**config.mk**
```make
export PLATFORM = sky130hd
export DESIGN_NAME = rv_core
export DESIGN_NICKNAME = d
export VERILOG_FILES = /design/src/logic/rv_pkg.sv /design/src/logic/rv_stage_if.sv /design/src/logic/rv_fetch_decode.sv /design/src/logic/rv_regfile.sv /design/src/logic/rv_execute.sv /design/src/logic/rv_mem_wb.sv /design/src/logic/rv_core.sv
export VERILOG_INCLUDE_DIRS = /design/src /design/src/logic
export SDC_FILE = /design/constraint.sdc
export NUM_CORES = 2
export LEC_CHECK = 0
export BUFFER_PORTS_ARGS = -buffer_cell sky130_fd_sc_hd__buf_2
export CORE_MARGIN = 2
export CORE_UTILIZATION = 60
export DETAILED_ROUTE_END_ITERATION = 10
export PLACE_DENSITY_LB_ADDON = 0.05
export SLEW_MARGIN = 30
export SYNTH_ARGS = -nofsm -noshare
export SYNTH_HDL_FRONTEND = slang
export SYNTH_SLANG_ARGS = --single-unit
```
**constraint.sdc**
```tcl
create_clock -name clk -period 6.1 [get_ports clk]
set_input_delay 1.22 -clock clk [delete_from_list [all_inputs] [get_ports clk]]
set_output_delay 1.22 -clock clk [all_outputs]
set_load 0.005 [all_outputs]
```
**src/logic/rv_settings.svh**
```systemverilog
`ifndef RV_SETTINGS_SVH
`define RV_SETTINGS_SVH

`define RV_XLEN 32
`define RV_REG_AW 5
`define RV_NUM_REGS 32

`define RV_RESET_PC 32'h0000_0000

// ADDI x0, x0, 0
`define RV_NOP 32'h0000_0013

`endif

```
**src/logic/rv_pkg.sv**
```systemverilog
`include "rv_settings.svh"

package rv_pkg;

    typedef enum logic [6:0] {
        OPC_LUI    = 7'b0110111,
        OPC_OP_IMM = 7'b0010011,
        OPC_OP     = 7'b0110011,
        OPC_LOAD   = 7'b0000011,
        OPC_STORE  = 7'b0100011,
        OPC_BRANCH = 7'b1100011,
        OPC_JAL    = 7'b1101111
    } opcode_e;

    typedef enum logic [3:0] {
        ALU_ADD    = 4'd0,
        ALU_SUB    = 4'd1,
        ALU_SLT    = 4'd2,
        ALU_XOR    = 4'd3,
        ALU_OR     = 4'd4,
        ALU_AND    = 4'd5,
        ALU_SLL    = 4'd6,
        ALU_SRL    = 4'd7,
        ALU_SRA    = 4'd8,
        ALU_PASS_B = 4'd9
    } alu_op_e;

    typedef struct packed {
        logic [6:0]            funct7;
        logic [`RV_REG_AW-1:0] rs2;
        logic [`RV_REG_AW-1:0] rs1;
        logic [2:0]            funct3;
        logic [`RV_REG_AW-1:0] rd;
        opcode_e               opcode;
    } r_type_t;

    typedef struct packed {
        logic [11:0]           imm_11_0;
        logic [`RV_REG_AW-1:0] rs1;
        logic [2:0]            funct3;
        logic [`RV_REG_AW-1:0] rd;
        opcode_e               opcode;
    } i_type_t;

    typedef struct packed {
        logic [6:0]            imm_11_5;
        logic [`RV_REG_AW-1:0] rs2;
        logic [`RV_REG_AW-1:0] rs1;
        logic [2:0]            funct3;
        logic [4:0]            imm_4_0;
        opcode_e               opcode;
    } s_type_t;

    typedef struct packed {
        logic                  imm_12;
        logic [5:0]            imm_10_5;
        logic [`RV_REG_AW-1:0] rs2;
        logic [`RV_REG_AW-1:0] rs1;
        logic [2:0]            funct3;
        logic [3:0]            imm_4_1;
        logic                  imm_11;
        opcode_e               opcode;
    } b_type_t;

    // Also carries the scrambled JAL offset
    typedef struct packed {
        logic [19:0]           imm_31_12;
        logic [`RV_REG_AW-1:0] rd;
        opcode_e               opcode;
    } u_type_t;

    typedef union packed {
        r_type_t r;
        i_type_t i;
        s_type_t s;
        b_type_t b;
        u_type_t u;
    } instr_u;

    typedef struct packed {
        alu_op_e alu_op;
        logic    use_imm;
        logic    is_load;
        logic    is_store;
        logic    is_branch_eq;
        logic    is_branch_ne;
        logic    is_jal;
        logic    wb_en;
    } ctrl_t;

endpackage

```
**src/logic/rv_stage_if.sv**
```systemverilog
`include "rv_settings.svh"

interface dec_ex_if;
    logic                  valid;
    logic [`RV_XLEN-1:0]   pc;
    logic [`RV_REG_AW-1:0] rs1_addr;
    logic [`RV_REG_AW-1:0] rs2_addr;
    logic [`RV_XLEN-1:0]   rs1_val;
    logic [`RV_XLEN-1:0]   rs2_val;
    logic [`RV_XLEN-1:0]   imm;
    logic [`RV_REG_AW-1:0] rd;
    rv_pkg::ctrl_t         ctrl;

    modport src (output valid, pc, rs1_addr, rs2_addr, rs1_val, rs2_val, imm, rd, ctrl);
    modport dst (input valid, pc, rs1_addr, rs2_addr, rs1_val, rs2_val, imm, rd, ctrl);
endinterface

interface ex_mem_if;
    logic                  valid;
    logic [`RV_XLEN-1:0]   result;
    logic [`RV_XLEN-1:0]   store_data;
    logic [`RV_REG_AW-1:0] rd;
    rv_pkg::ctrl_t         ctrl;

    modport src (output valid, result, store_data, rd, ctrl);
    modport dst (input valid, result, store_data, rd, ctrl);
endinterface

interface wb_if;
    logic                  wr_en;
    logic [`RV_REG_AW-1:0] rd;
    logic [`RV_XLEN-1:0]   value;

    modport src (output wr_en, rd, value);
    modport dst (input wr_en, rd, value);
    // Execute snoops the same bus for forwarding
    modport fwd (input wr_en, rd, value);
endinterface

```
**src/logic/rv_fetch_decode.sv**
```systemverilog
`include "rv_settings.svh"

module rv_fetch_decode (
    input  logic                  clk,
    input  logic                  arst_n,
    output logic [`RV_XLEN-1:0]   imem_addr,
    input  logic [`RV_XLEN-1:0]   imem_data,
    input  logic                  taken,
    input  logic [`RV_XLEN-1:0]   target,
    output logic [`RV_REG_AW-1:0] rs1_addr,
    output logic [`RV_REG_AW-1:0] rs2_addr,
    input  logic [`RV_XLEN-1:0]   rs1_val,
    input  logic [`RV_XLEN-1:0]   rs2_val,
    dec_ex_if.src                 dec_ex
);

    logic [`RV_XLEN-1:0] pc;
    logic [`RV_XLEN-1:0] if_id_pc;
    logic [`RV_XLEN-1:0] if_id_instr;
    rv_pkg::instr_u      ins;
    rv_pkg::ctrl_t       ctrl;
    rv_pkg::alu_op_e     alu_sel;
    logic [`RV_XLEN-1:0] imm;
    logic                alu_ok;
    logic                dec_ok;
    logic                use_rs1;
    logic                use_rs2;
    logic                load_use;
    logic                stall;

    assign imem_addr = pc;
    assign ins       = if_id_instr;
    assign rs1_addr  = ins.r.rs1;
    assign rs2_addr  = ins.r.rs2;

    // funct3 decode shared by OP and OP-IMM
    always_comb begin
        alu_ok = 1'b1;
        case (ins.r.funct3)
            3'b000: begin
                alu_sel = (ins.r.opcode == rv_pkg::OPC_OP && ins.r.funct7[5]) ?
                          rv_pkg::ALU_SUB : rv_pkg::ALU_ADD;
            end
            3'b001: alu_sel = rv_pkg::ALU_SLL;
            3'b010: alu_sel = rv_pkg::ALU_SLT;
            3'b100: alu_sel = rv_pkg::ALU_XOR;
            3'b101: alu_sel = ins.r.funct7[5] ? rv_pkg::ALU_SRA : rv_pkg::ALU_SRL;
            3'b110: alu_sel = rv_pkg::ALU_OR;
            3'b111: alu_sel = rv_pkg::ALU_AND;
            default: begin
                alu_sel = rv_pkg::ALU_ADD;
                alu_ok  = 1'b0;
            end
        endcase
    end

    always_comb begin
        ctrl    = '0;
        imm     = '0;
        dec_ok  = 1'b0;
        use_rs1 = 1'b0;
        use_rs2 = 1'b0;
        case (ins.r.opcode)
            rv_pkg::OPC_LUI: begin
                imm          = {ins.u.imm_31_12, 12'b0};
                ctrl.alu_op  = rv_pkg::ALU_PASS_B;
                ctrl.use_imm = 1'b1;
                ctrl.wb_en   = 1'b1;
                dec_ok       = 1'b1;
            end
            rv_pkg::OPC_OP_IMM: begin
                imm          = {{20{ins.i.imm_11_0[11]}}, ins.i.imm_11_0};
                ctrl.alu_op  = alu_sel;
                ctrl.use_imm = 1'b1;
                ctrl.wb_en   = 1'b1;
                use_rs1      = 1'b1;
                dec_ok       = alu_ok;
            end
            rv_pkg::OPC_OP: begin
                ctrl.alu_op = alu_sel;
                ctrl.wb_en  = 1'b1;
                use_rs1     = 1'b1;
                use_rs2     = 1'b1;
                dec_ok      = alu_ok;
            end
            rv_pkg::OPC_LOAD: begin
                imm          = {{20{ins.i.imm_11_0[11]}}, ins.i.imm_11_0};
                ctrl.use_imm = 1'b1;
                ctrl.is_load = 1'b1;
                ctrl.wb_en   = 1'b1;
                use_rs1      = 1'b1;
                dec_ok       = (ins.i.funct3 == 3'b010);
            end
            rv_pkg::OPC_STORE: begin
                imm           = {{20{ins.s.imm_11_5[6]}}, ins.s.imm_11_5, ins.s.imm_4_0};
                ctrl.use_imm  = 1'b1;
                ctrl.is_store = 1'b1;
                use_rs1       = 1'b1;
                use_rs2       = 1'b1;
                dec_ok        = (ins.s.funct3 == 3'b010);
            end
            rv_pkg::OPC_BRANCH: begin
                imm = {{19{ins.b.imm_12}}, ins.b.imm_12, ins.b.imm_11,
                       ins.b.imm_10_5, ins.b.imm_4_1, 1'b0};
                ctrl.is_branch_eq = (ins.b.funct3 == 3'b000);
                ctrl.is_branch_ne = (ins.b.funct3 == 3'b001);
                use_rs1           = 1'b1;
                use_rs2           = 1'b1;
                dec_ok            = ctrl.is_branch_eq || ctrl.is_branch_ne;
            end
            rv_pkg::OPC_JAL: begin
                // J-type offset rebuilt from the U view
                imm = {{11{ins.u.imm_31_12[19]}}, ins.u.imm_31_12[19], ins.u.imm_31_12[7:0],
                       ins.u.imm_31_12[8], ins.u.imm_31_12[18:9], 1'b0};
                ctrl.is_jal = 1'b1;
                ctrl.wb_en  = 1'b1;
                dec_ok      = 1'b1;
            end
            default: dec_ok = 1'b0;
        endcase
    end

    assign load_use = dec_ex.valid && dec_ex.ctrl.is_load && dec_ex.rd != '0 &&
                      ((use_rs1 && ins.r.rs1 == dec_ex.rd) ||
                       (use_rs2 && ins.r.rs2 == dec_ex.rd));
    // Redirect wins over the hazard
    assign stall = load_use && !taken;

    always_ff @(posedge clk or negedge arst_n) begin
        if (!arst_n) begin
            pc          <= `RV_RESET_PC;
            if_id_instr <= `RV_NOP;
        end else if (taken) begin
            pc          <= target;
            if_id_instr <= `RV_NOP;
        end else if (!stall) begin
            pc          <= pc + `RV_XLEN'(4);
            if_id_instr <= imem_data;
        end
    end

    always_ff @(posedge clk) begin
        if (!stall) begin
            if_id_pc <= pc;
        end
    end

    always_ff @(posedge clk or negedge arst_n) begin
        if (!arst_n) begin
            dec_ex.valid <= 1'b0;
            dec_ex.ctrl  <= '0;
        end else if (taken || stall || !dec_ok) begin
            dec_ex.valid <= 1'b0;
            dec_ex.ctrl  <= '0;
        end else begin
            dec_ex.valid <= 1'b1;
            dec_ex.ctrl  <= ctrl;
        end
    end

    always_ff @(posedge clk) begin
        dec_ex.pc       <= if_id_pc;
        dec_ex.rs1_addr <= ins.r.rs1;
        dec_ex.rs2_addr <= ins.r.rs2;
        dec_ex.rs1_val  <= rs1_val;
        dec_ex.rs2_val  <= rs2_val;
        dec_ex.imm      <= imm;
        dec_ex.rd       <= ins.r.rd;
    end

endmodule

```
**src/logic/rv_regfile.sv**
```systemverilog
`include "rv_settings.svh"

module rv_regfile (
    input  logic                  clk,
    input  logic                  arst_n,
    input  logic [`RV_REG_AW-1:0] rs1_addr,
    input  logic [`RV_REG_AW-1:0] rs2_addr,
    output logic [`RV_XLEN-1:0]   rs1_val,
    output logic [`RV_XLEN-1:0]   rs2_val,
    wb_if.dst                     wb
);

    logic [`RV_XLEN-1:0] regs [`RV_NUM_REGS];

    always_ff @(posedge clk or negedge arst_n) begin
        if (!arst_n) begin
            for (int i = 0; i < `RV_NUM_REGS; i++) begin
                regs[i] <= '0;
            end
        end else if (wb.wr_en && wb.rd != '0) begin
            regs[wb.rd] <= wb.value;
        end
    end

    // x0 first, then the write in flight
    assign rs1_val = (rs1_addr == '0) ? '0 :
                     (wb.wr_en && wb.rd == rs1_addr) ? wb.value : regs[rs1_addr];
    assign rs2_val = (rs2_addr == '0) ? '0 :
                     (wb.wr_en && wb.rd == rs2_addr) ? wb.value : regs[rs2_addr];

endmodule

```
**src/logic/rv_execute.sv**
```systemverilog
`include "rv_settings.svh"

module rv_execute (
    input  logic                clk,
    input  logic                arst_n,
    dec_ex_if.dst               dec_ex,
    wb_if.fwd                   wb,
    output logic                taken,
    output logic [`RV_XLEN-1:0] target,
    ex_mem_if.src               ex_mem
);

    logic                mem_fwd;
    logic [`RV_XLEN-1:0] rs1_fwd;
    logic [`RV_XLEN-1:0] rs2_fwd;
    logic [`RV_XLEN-1:0] op_b;
    logic [`RV_XLEN-1:0] alu_y;
    logic [`RV_XLEN-1:0] result;
    logic                is_eq;

    // A load in MEM has no data yet, the load-use stall covers it
    assign mem_fwd = ex_mem.valid && ex_mem.ctrl.wb_en && !ex_mem.ctrl.is_load &&
                     ex_mem.rd != '0;

    assign rs1_fwd = (mem_fwd && ex_mem.rd == dec_ex.rs1_addr) ? ex_mem.result :
                     (wb.wr_en && wb.rd == dec_ex.rs1_addr)    ? wb.value : dec_ex.rs1_val;
    assign rs2_fwd = (mem_fwd && ex_mem.rd == dec_ex.rs2_addr) ? ex_mem.result :
                     (wb.wr_en && wb.rd == dec_ex.rs2_addr)    ? wb.value : dec_ex.rs2_val;

    assign op_b = dec_ex.ctrl.use_imm ? dec_ex.imm : rs2_fwd;

    always_comb begin
        case (dec_ex.ctrl.alu_op)
            rv_pkg::ALU_ADD:    alu_y = rs1_fwd + op_b;
            rv_pkg::ALU_SUB:    alu_y = rs1_fwd - op_b;
            rv_pkg::ALU_SLT:    alu_y = {{(`RV_XLEN-1){1'b0}}, $signed(rs1_fwd) < $signed(op_b)};
            rv_pkg::ALU_XOR:    alu_y = rs1_fwd ^ op_b;
            rv_pkg::ALU_OR:     alu_y = rs1_fwd | op_b;
            rv_pkg::ALU_AND:    alu_y = rs1_fwd & op_b;
            rv_pkg::ALU_SLL:    alu_y = rs1_fwd << op_b[4:0];
            rv_pkg::ALU_SRL:    alu_y = rs1_fwd >> op_b[4:0];
            rv_pkg::ALU_SRA:    alu_y = $unsigned($signed(rs1_fwd) >>> op_b[4:0]);
            rv_pkg::ALU_PASS_B: alu_y = op_b;
            default:            alu_y = '0;
        endcase
    end

    // Branch and jump resolution
    assign is_eq  = (rs1_fwd == rs2_fwd);
    assign taken  = dec_ex.valid && (dec_ex.ctrl.is_jal ||
                                     (dec_ex.ctrl.is_branch_eq && is_eq) ||
                                     (dec_ex.ctrl.is_branch_ne && !is_eq));
    assign target = dec_ex.pc + dec_ex.imm;

    // Link value for JAL
    assign result = dec_ex.ctrl.is_jal ? dec_ex.pc + `RV_XLEN'(4) : alu_y;

    always_ff @(posedge clk or negedge arst_n) begin
        if (!arst_n) begin
            ex_mem.valid <= 1'b0;
            ex_mem.ctrl  <= '0;
        end else begin
            ex_mem.valid <= dec_ex.valid;
            ex_mem.ctrl  <= dec_ex.valid ? dec_ex.ctrl : '0;
        end
    end

    always_ff @(posedge clk) begin
        ex_mem.result     <= result;
        ex_mem.store_data <= rs2_fwd;
        ex_mem.rd         <= dec_ex.rd;
    end

endmodule

```
**src/logic/rv_mem_wb.sv**
```systemverilog
`include "rv_settings.svh"

module rv_mem_wb (
    input  logic                clk,
    input  logic                arst_n,
    ex_mem_if.dst               ex_mem,
    output logic [`RV_XLEN-1:0] dmem_addr,
    output logic [`RV_XLEN-1:0] dmem_wdata,
    output logic                dmem_we,
    output logic                dmem_re,
    input  logic [`RV_XLEN-1:0] dmem_rdata,
    wb_if.src                   wb
);

    logic [`RV_XLEN-1:0] wb_sel;
    logic                wr_en_next;

    // One address for both reads and writes
    assign dmem_addr  = ex_mem.result;
    assign dmem_wdata = ex_mem.store_data;
    assign dmem_we    = ex_mem.valid && ex_mem.ctrl.is_store;
    assign dmem_re    = ex_mem.valid && ex_mem.ctrl.is_load;

    assign wb_sel     = ex_mem.ctrl.is_load ? dmem_rdata : ex_mem.result;
    assign wr_en_next = ex_mem.valid && ex_mem.ctrl.wb_en && ex_mem.rd != '0;

    always_ff @(posedge clk or negedge arst_n) begin
        if (!arst_n) begin
            wb.wr_en <= 1'b0;
        end else begin
            wb.wr_en <= wr_en_next;
        end
    end

    always_ff @(posedge clk) begin
        wb.rd    <= ex_mem.rd;
        wb.value <= wb_sel;
    end

endmodule

```
**src/logic/rv_core.sv**
```systemverilog
`include "rv_settings.svh"

module rv_core (
    input  logic                clk,
    input  logic                arst_n,
    output logic [`RV_XLEN-1:0] imem_addr,
    input  logic [`RV_XLEN-1:0] imem_data,
    output logic [`RV_XLEN-1:0] dmem_addr,
    output logic [`RV_XLEN-1:0] dmem_wdata,
    output logic                dmem_we,
    output logic                dmem_re,
    input  logic [`RV_XLEN-1:0] dmem_rdata
);

    logic                  taken;
    logic [`RV_XLEN-1:0]   target;
    logic [`RV_REG_AW-1:0] rs1_addr;
    logic [`RV_REG_AW-1:0] rs2_addr;
    logic [`RV_XLEN-1:0]   rs1_val;
    logic [`RV_XLEN-1:0]   rs2_val;

    dec_ex_if dec_ex_bus ();
    ex_mem_if ex_mem_bus ();
    wb_if     wb_bus ();

    rv_fetch_decode fetch_decode_i (
        .clk       (clk),
        .arst_n    (arst_n),
        .imem_addr (imem_addr),
        .imem_data (imem_data),
        .taken     (taken),
        .target    (target),
        .rs1_addr  (rs1_addr),
        .rs2_addr  (rs2_addr),
        .rs1_val   (rs1_val),
        .rs2_val   (rs2_val),
        .dec_ex    (dec_ex_bus.src)
    );

    rv_regfile regfile_i (
        .clk      (clk),
        .arst_n   (arst_n),
        .rs1_addr (rs1_addr),
        .rs2_addr (rs2_addr),
        .rs1_val  (rs1_val),
        .rs2_val  (rs2_val),
        .wb       (wb_bus.dst)
    );

    rv_execute execute_i (
        .clk    (clk),
        .arst_n (arst_n),
        .dec_ex (dec_ex_bus.dst),
        .wb     (wb_bus.fwd),
        .taken  (taken),
        .target (target),
        .ex_mem (ex_mem_bus.src)
    );

    rv_mem_wb mem_wb_i (
        .clk        (clk),
        .arst_n     (arst_n),
        .ex_mem     (ex_mem_bus.dst),
        .dmem_addr  (dmem_addr),
        .dmem_wdata (dmem_wdata),
        .dmem_we    (dmem_we),
        .dmem_re    (dmem_re),
        .dmem_rdata (dmem_rdata),
        .wb         (wb_bus.src)
    );

endmodule

```
* Yosys cells after proc, flatten, opt, wreduce, memory -nomap -nowiden
Cells that the tools add are included.
Storage, ports and cells: flip-flop bits (word level) 1386, input bits 66, output and inout bits 98, logic and storage cells 203
Cells by class: add/sub/neg operators 5, $lt $le $gt $ge 5, equal/unequal tests 32, shift-type cells 3, muxes and demuxes 41, bitwise gates (word level) 6, reductions and logical operators 50
Operators by type and width (number):
- $bwmux 1024 | 1
- $mux 32 | 18
- $bmux 32 s5 | 2
- $pmux 32 s10 | 1
- $demux 32 s5 | 1
- $pmux 32 s5 | 1
- $add 32x3->32 const B | 2
- $add 32x32->32 | 2
- $eq 5x5->1 | 8
- $and 32x32->32 | 1
- $eq 32x32->1 | 1
- $lt 32x32->1 | 1
- $or 32x32->32 | 1
- $shl 32x5->32 | 1
- $shr 32x5->32 | 1
- $sshr 32x5->32 | 1
- $sub 32x32->32 | 1
- $xor 32x32->32 | 1
- $pmux 4 s7 | 1
- $logic_and 1x1->1 | 24
- $eq 7x6->1 const B | 3
- $ge 6x6->1 const B | 3
- $not 5->6 | 3
- $eq 4x3->1 const B | 4
- 29 further kinds | 59

* Logic depth before layout (Yosys ltp)
word-level depth 15, gate-level depth with buffers 25, mapped depth without buffers 19

* Cells and area by module
Synthesis repeated with hierarchy kept, for this count alone.
Second synthesis, totals: cells, all modules 6880, area, all modules 80375.8 um^2
Modules (own cells, without submodules):
- rv_regfile | instances 1, cells an instance 3812, area an instance 54785.0 um^2, sequential area each 25624.6 um^2
- rv_execute | instances 1, cells an instance 2200, area an instance 15292.2 um^2, sequential area each 1681.6 um^2
- rv_fetch_decode | instances 1, cells an instance 726, area an instance 8624.5 um^2, sequential area each 5729.2 um^2
- rv_mem_wb | instances 1, cells an instance 142, area an instance 1674.1 um^2, sequential area each 765.7 um^2

* Least setup slack after synthesis
Ideal clock, no wire load.
path type reg2reg, start reg, netlist name execute_i.ex_mem.ctrl[5], end reg execute_i.ex_mem.result[0], library setup time 135 ps, arrival time 5535 ps, path slack 429 ps, stages on the path, launching flop included 22, buffers on the path 7, path through dfrtp_1 clkbuf_1 a211oi_1 nand3_1 clkbuf_1 clkbuf_1 clkbuf_1 clkbuf_1 buf_1 a21oi_1 mux2_2 ha_1 clkbuf_1 nor4_1 nand2_1 o21ai_0 a31oi_1 a21o_1 o41ai_1 a2111oi_0 a2111oi_0 a32oi_1
Between the ends: longest elaborated chain between the ends 9, elaborated cells on any way between the ends 19
Ends and longest elaborated chain:
- $logic_not 1->1 | RTL line rv_execute.sv:22 | assign mem_fwd = ex_mem.valid && ex_mem.ctrl.wb_en && !ex_mem.ctrl.is_load &&
- $logic_and 1x1->1 (2 in series) | RTL line rv_execute.sv:22
- $logic_and 1x1->1 | RTL line rv_execute.sv:27 | assign rs2_fwd = (mem_fwd && ex_mem.rd == dec_ex.rs2_addr) ? ex_mem.result :
- $mux 32 | RTL line rv_execute.sv:27
- via execute_i.rs2_fwd[8] | RTL line rv_execute.sv:15 | logic [`RV_XLEN-1:0] rs2_fwd;
- $mux 32 | RTL line rv_execute.sv:30 | assign op_b = dec_ex.ctrl.use_imm ? dec_ex.imm : rs2_fwd;
- $lt 32x32->1 | RTL line rv_execute.sv:36 | rv_pkg::ALU_SLT: alu_y = {{(`RV_XLEN-1){1'b0}}, $signed(rs1_fwd) < $signed(op_b)};
- $pmux 32 s10 | RTL line rv_execute.sv:33 | case (dec_ex.ctrl.alu_op)
- $mux 32 | RTL line rv_execute.sv:56 | assign result = dec_ex.ctrl.is_jal ? dec_ex.pc + `RV_XLEN'(4) : alu_y;
- via execute_i.result[0] | RTL line rv_execute.sv:18 | logic [`RV_XLEN-1:0] result;
- end, declared | RTL line rv_stage_if.sv:25 | modport src (output valid, result, store_data, rd, ctrl);
The timed path passes the listed nets, and every way through them passes these cells. A chain may end at the register's enable or synchronous reset.

* Worst setup path in the final report
start reg execute_i.ex_mem.rd[3], end reg execute_i.ex_mem.result[0]
Between the ends: longest elaborated chain between the ends 8, elaborated cells on any way between the ends 20
Ends and longest elaborated chain:
- start, declared | RTL line rv_stage_if.sv:25
- $reduce_bool 5->1 | RTL line rv_execute.sv:23 | ex_mem.rd != '0;
- $logic_and 1x1->1 | RTL line rv_execute.sv:22
- $logic_and 1x1->1 | RTL line rv_execute.sv:27
- $mux 32 | RTL line rv_execute.sv:27
- $mux 32 | RTL line rv_execute.sv:30
- $sub 32x32->32, or another cell as far along | RTL line rv_execute.sv:35 | rv_pkg::ALU_SUB: alu_y = rs1_fwd - op_b;
- $pmux 32 s10 (*) | RTL line rv_execute.sv:33
- $mux 32 (*) | RTL line rv_execute.sv:56
- via execute_i.result[0] | RTL line rv_execute.sv:18
The timed path passes the listed nets; every way through them passes the cells marked *.

==> impl_metrics.json <==
{
  "mostFrequentLayoutCells": "1120 x sky130_fd_sc_hd__mux2_2, 1090 x sky130_fd_sc_hd__dfrtp_1, 486 x sky130_fd_sc_hd__mux4_2",
  "grtUsageTotal_pct": 46.1,
  "setup.worst_path.class": "flop to flop",
  "rsz_0062_raised_after_global_routing": "no",
  "timing_hold_violations_final": 0,
  "syn_to_final_growth_pct": 10.6,
  "vias_per_cell": 7.45,
  "final_common_cell": "sky130_fd_sc_hd__mux2_2",
  "timing.fmax_mhz": 168,
  "wire_per_inst_um": 37.4,
  "synth.distinct_cells": 96,
  "syn_avg_cell_area_sq_um": 12.2,
  "post-route-period-util_pct": 97.6,
  "path_depth_of_the_worst_reg2reg_path": 18,
  "setup-tns-final_ns": 0,
  "die-area_sq_um": 137000,
  "dp.final_hpwl_um": 208000,
  "synthesis.instances": 6611,
  "final_net_count": 6783,
  "cts_max_path_buffers": 3,
  "synth-main-ff-cell": "sky130_fd_sc_hd__dfrtp_1",
  "pin_count_of_the_biggest_net_entering_global_routing": 175,
  "fp-row-count": 134,
  "yosys-top-cells-area": "sky130_fd_sc_hd__dfrtp_1 34%, sky130_fd_sc_hd__mux2_2 16%, sky130_fd_sc_hd__mux4_2 14%",
  "power_density_nw_per_um2": 232,
  "power.static_leakage_nw": 40.5,
  "timing.critical_path.to_type": "flop",
  "worstPathArrival_ns": 6.56,
  "die_w_um": 371,
  "startpoint": "execute_i.ex_mem.rd[3]$_DFF_P_",
  "worst_setup_path_start_kind": "flop",
  "grt_pass1_wl_um": 453000,
  "synthesis.area_sq_um": 80600,
  "post_route_cells_drive_above_1_share_pct": 36.4,
  "max_cap_viol_count": 0,
  "setup_viol_count_final": 0,
  "post-route-drc-count": 0,
  "via_count": 63100,
  "core-area_sq_um": 133000,
  "tritoncts": "yes",
  "grt_antenna_before_repair": 22,
  "cts.reportedPaths.clkPinSlew_ns": 0.07,
  "synth_nets": 6813,
  "r2r-start": "execute_i.ex_mem.rd[3]$_DFF_P_",
  "outcome": "completed",
  "synth_top_area_share_pct": 34.2,
  "boundaryPins": 164,
  "cp.required_ns": 6.71,
  "r2r_slack_ns": 0.15,
  "antenna_left": 0,
  "synth-edff-count": 32,
  "worst_slew_margin_relative_to_its_limit_pct": 25.8,
  "final_period_minus_worst_setup_slack_ns": 5.95,
  "layout_setup_ws_ns": 0.149,
  "drt_first_iter_violations": 8238,
  "gp_congestion": 1.06,
  "tritoncts_buffers": 146,
  "drv_slew": 0,
  "vdd_drop_max_mv": 0.265,
  "final.fill_count": 9713,
  "worst_clock_skew_ns": 0.0712,
  "post_cts_buffers": 0,
  "ys_ff_latch": 1386,
  "crit_path_max_fanout": 5,
  "min_path_type": "flop to flop",
  "worstHoldPathCells": 0,
  "htree_levels": 4,
  "seq_area_frac_synth_pct": 41.7,
  "holdCritStartpoint": "fetch_decode_i.if_id_pc[1]$_DFFE_PN_",
  "multi_input_comb_area_sq_um": 44400,
  "firstDrtPassIters": 6,
  "cts.root.buffer_cell": "sky130_fd_sc_hd__clkbuf_16",
  "worstMarginPinSlew_ns": 1.10,
  "cts.sink_count": 1386,
  "aggregate_global_routing_overflow": 0,
  "synth_async_sr_flop_share_pct": 79.7,
  "reg2reg_to": "execute_i.ex_mem.result[0]$_DFF_P_",
  "library_cell_occupying_the_most_area_in_the_post_synthesis_netlist": "sky130_fd_sc_hd__dfrtp_1",
  "io_buffer_count": 163,
  "initial_core_util_pct": 60.4,
  "seq_area_sq_um": 33600,
  "drt_wl_total_um": 317000,
  "final-instance-count-excl-fill": 8478,
  "placed_cells_incl_taps": 8200,
  "hold_end": "fetch_decode_i.dec_ex.pc[1]$_DFF_P_",
  "ctsHoldBuffers": 0,
  "floorplan.die.height_um": 371,
  "clock_insertion_delay_worst_skew_ns": 0.83,
  "placement.setup.worst_slack_ns": -0.205,
  "via_count_of_the_first_global_routing_pass": 62200,
  "yosysWarnings": 0
}
==> metal layers <==
metal  GRT usage, %  wire, um
met5              0       106
met4           32.3     27000
met3           11.2     33100
met2           68.3    139000
met1           59.9    118000
==> where the power goes <==
| part | internal [mW] | total (mW) | switching (mW) | leakage (nW) |
|---|---|---|---|---|
| Clock | 5.24 | 9.27 | 4.03 | 2.45 |
| Sequential | 9.34 | 9.62 | 0.281 | 17.8 |
| Combinational | 0.587 | 1.82 | 1.24 | 20.3 |
==> timing repair <==
action | in CTS | in global routing
setup endpoints to repair | 1 | 7
gates resized for setup | 2 | 10
pin swaps | 0 | 1
gates cloned | 0 | 0
==> synth_stat cells (72+ instances only) <==
master,count
sky130_fd_sc_hd__mux2_2,1120
sky130_fd_sc_hd__dfrtp_1,1102
sky130_fd_sc_hd__mux4_2,486
sky130_fd_sc_hd__clkbuf_1,428
sky130_fd_sc_hd__mux2i_1,404
sky130_fd_sc_hd__nor2_1,344
sky130_fd_sc_hd__a21oi_1,249
sky130_fd_sc_hd__dfxtp_1,249
sky130_fd_sc_hd__nand2_1,226
sky130_fd_sc_hd__buf_1,138
sky130_fd_sc_hd__ha_1,133
sky130_fd_sc_hd__o21ai_0,119
sky130_fd_sc_hd__xnor2_1,107
sky130_fd_sc_hd__inv_1,102
sky130_fd_sc_hd__o22ai_1,97
sky130_fd_sc_hd__a221oi_1,90
sky130_fd_sc_hd__nand3_1,86
sky130_fd_sc_hd__a211oi_1,76
sky130_fd_sc_hd__o221ai_1,72
==> critical path, cell delays in order, from the launching register on <==
cell	delay, ns
sky130_fd_sc_hd__dfxtp_1	0.48
sky130_fd_sc_hd__nor3_2	0.10
sky130_fd_sc_hd__a211o_1	0.35
sky130_fd_sc_hd__or3_4	0.46
sky130_fd_sc_hd__a21oi_1	0.45
sky130_fd_sc_hd__inv_1	0.14
sky130_fd_sc_hd__ha_1	0.27
sky130_fd_sc_hd__fa_1	0.49
sky130_fd_sc_hd__nor2b_1	0.20
sky130_fd_sc_hd__o21ai_0	0.15
sky130_fd_sc_hd__a21oi_1	0.24
sky130_fd_sc_hd__o21bai_1	0.18
sky130_fd_sc_hd__o21ai_1	0.38
sky130_fd_sc_hd__a31oi_1	0.20
sky130_fd_sc_hd__a21o_1	0.29
sky130_fd_sc_hd__o41ai_1	0.48
sky130_fd_sc_hd__a2111oi_0	0.19
sky130_fd_sc_hd__a2111oi_0	0.52
sky130_fd_sc_hd__a32oi_1	0.17
==> sequential cells by signal, summed over array words and instances, names as in the netlist, 3 cells and up <==
name	cells
fetch_decode_i.imem_addr	32
execute_i.ex_mem.result	32
execute_i.ex_mem.ctrl	3
fetch_decode_i.dec_ex.pc	32
fetch_decode_i.if_id_instr	32
fetch_decode_i.dec_ex.imm	32
mem_wb_i.wb.value	32
fetch_decode_i.dec_ex.rd	5
fetch_decode_i.dec_ex.rs2_val	32
mem_wb_i.wb.rd	5
execute_i.ex_mem.store_data	32
fetch_decode_i.dec_ex.rs1_val	32
fetch_decode_i.dec_ex.rs2_addr	5
execute_i.ex_mem.rd	5
regfile_i.regs	1024
fetch_decode_i.dec_ex.rs1_addr	5
fetch_decode_i.dec_ex.ctrl	11
fetch_decode_i.if_id_pc	32
==> worst max path at each step <==
stage	to	slack [ns]	depth (start not counted)
3_3_place_gp	execute_i.ex_mem.result[30]$_DFF_P_	-0.29	15
4_1_cts	execute_i.ex_mem.result[0]$_DFF_P_	0.04	18
5_1_grt	execute_i.ex_mem.result[0]$_DFF_P_	0.04	18
2_1_floorplan	execute_i.ex_mem.result[0]$_DFF_P_	0.43	21
6_report	execute_i.ex_mem.result[0]$_DFF_P_	0.15	18
3_5_place_dp	execute_i.ex_mem.result[30]$_DFF_P_	-0.21	15
==> cell type report <==
type                            count  area share [%]
Antenna cell                        7          0.0196
Clock buffer                      222            4.88
Clock inverter                     48           0.717
Inverter                          108           0.455
Multi-Input combinational cell   4481            49.8
Sequential cell                  1386            37.7
Tap cell                         1768            2.48
Timing Repair Buffer              458            3.92
==> per-stage QoR <==
| stage | util (%) | cell area (sq um) | power (mW) | hold WS, ns |
|---|---|---|---|---|
| floorplan | - | 80600 | 10.6 | 0.323 |
| global placement | 62.8 | 83900 | 11.5 | 0.324 |
| detailed placement | 63.0 | 84100 | 11.5 | 0.327 |
| CTS | 66.7 | 89100 | 20.7 | 0.342 |
| global route | 66.8 | 89200 | 21.2 | 0.348 |
| finish | 66.8 | 89200 | 20.7 | 0.341 |
==> cell families (layout without fill, tap and decap cells) <==
group | Yosys count | after routing | share of synthesized area [%]
adders and majority gates | 136 | 136 | 2.14
AOI/OAI and AO/OA | 1199 | 1199 | 10.6
other | 0 | 7 | 0
DFF | 1386 | 1386 | 41.7
and+or+nand+nor | 962 | 962 | 5.66
xor gates and xnor gates | 170 | 170 | 1.87
buffers and inverters | 744 | 836 | 3.74
muxes | 2014 | 2014 | 34.3
Note: power is estimated with default switching activity, not from simulation.
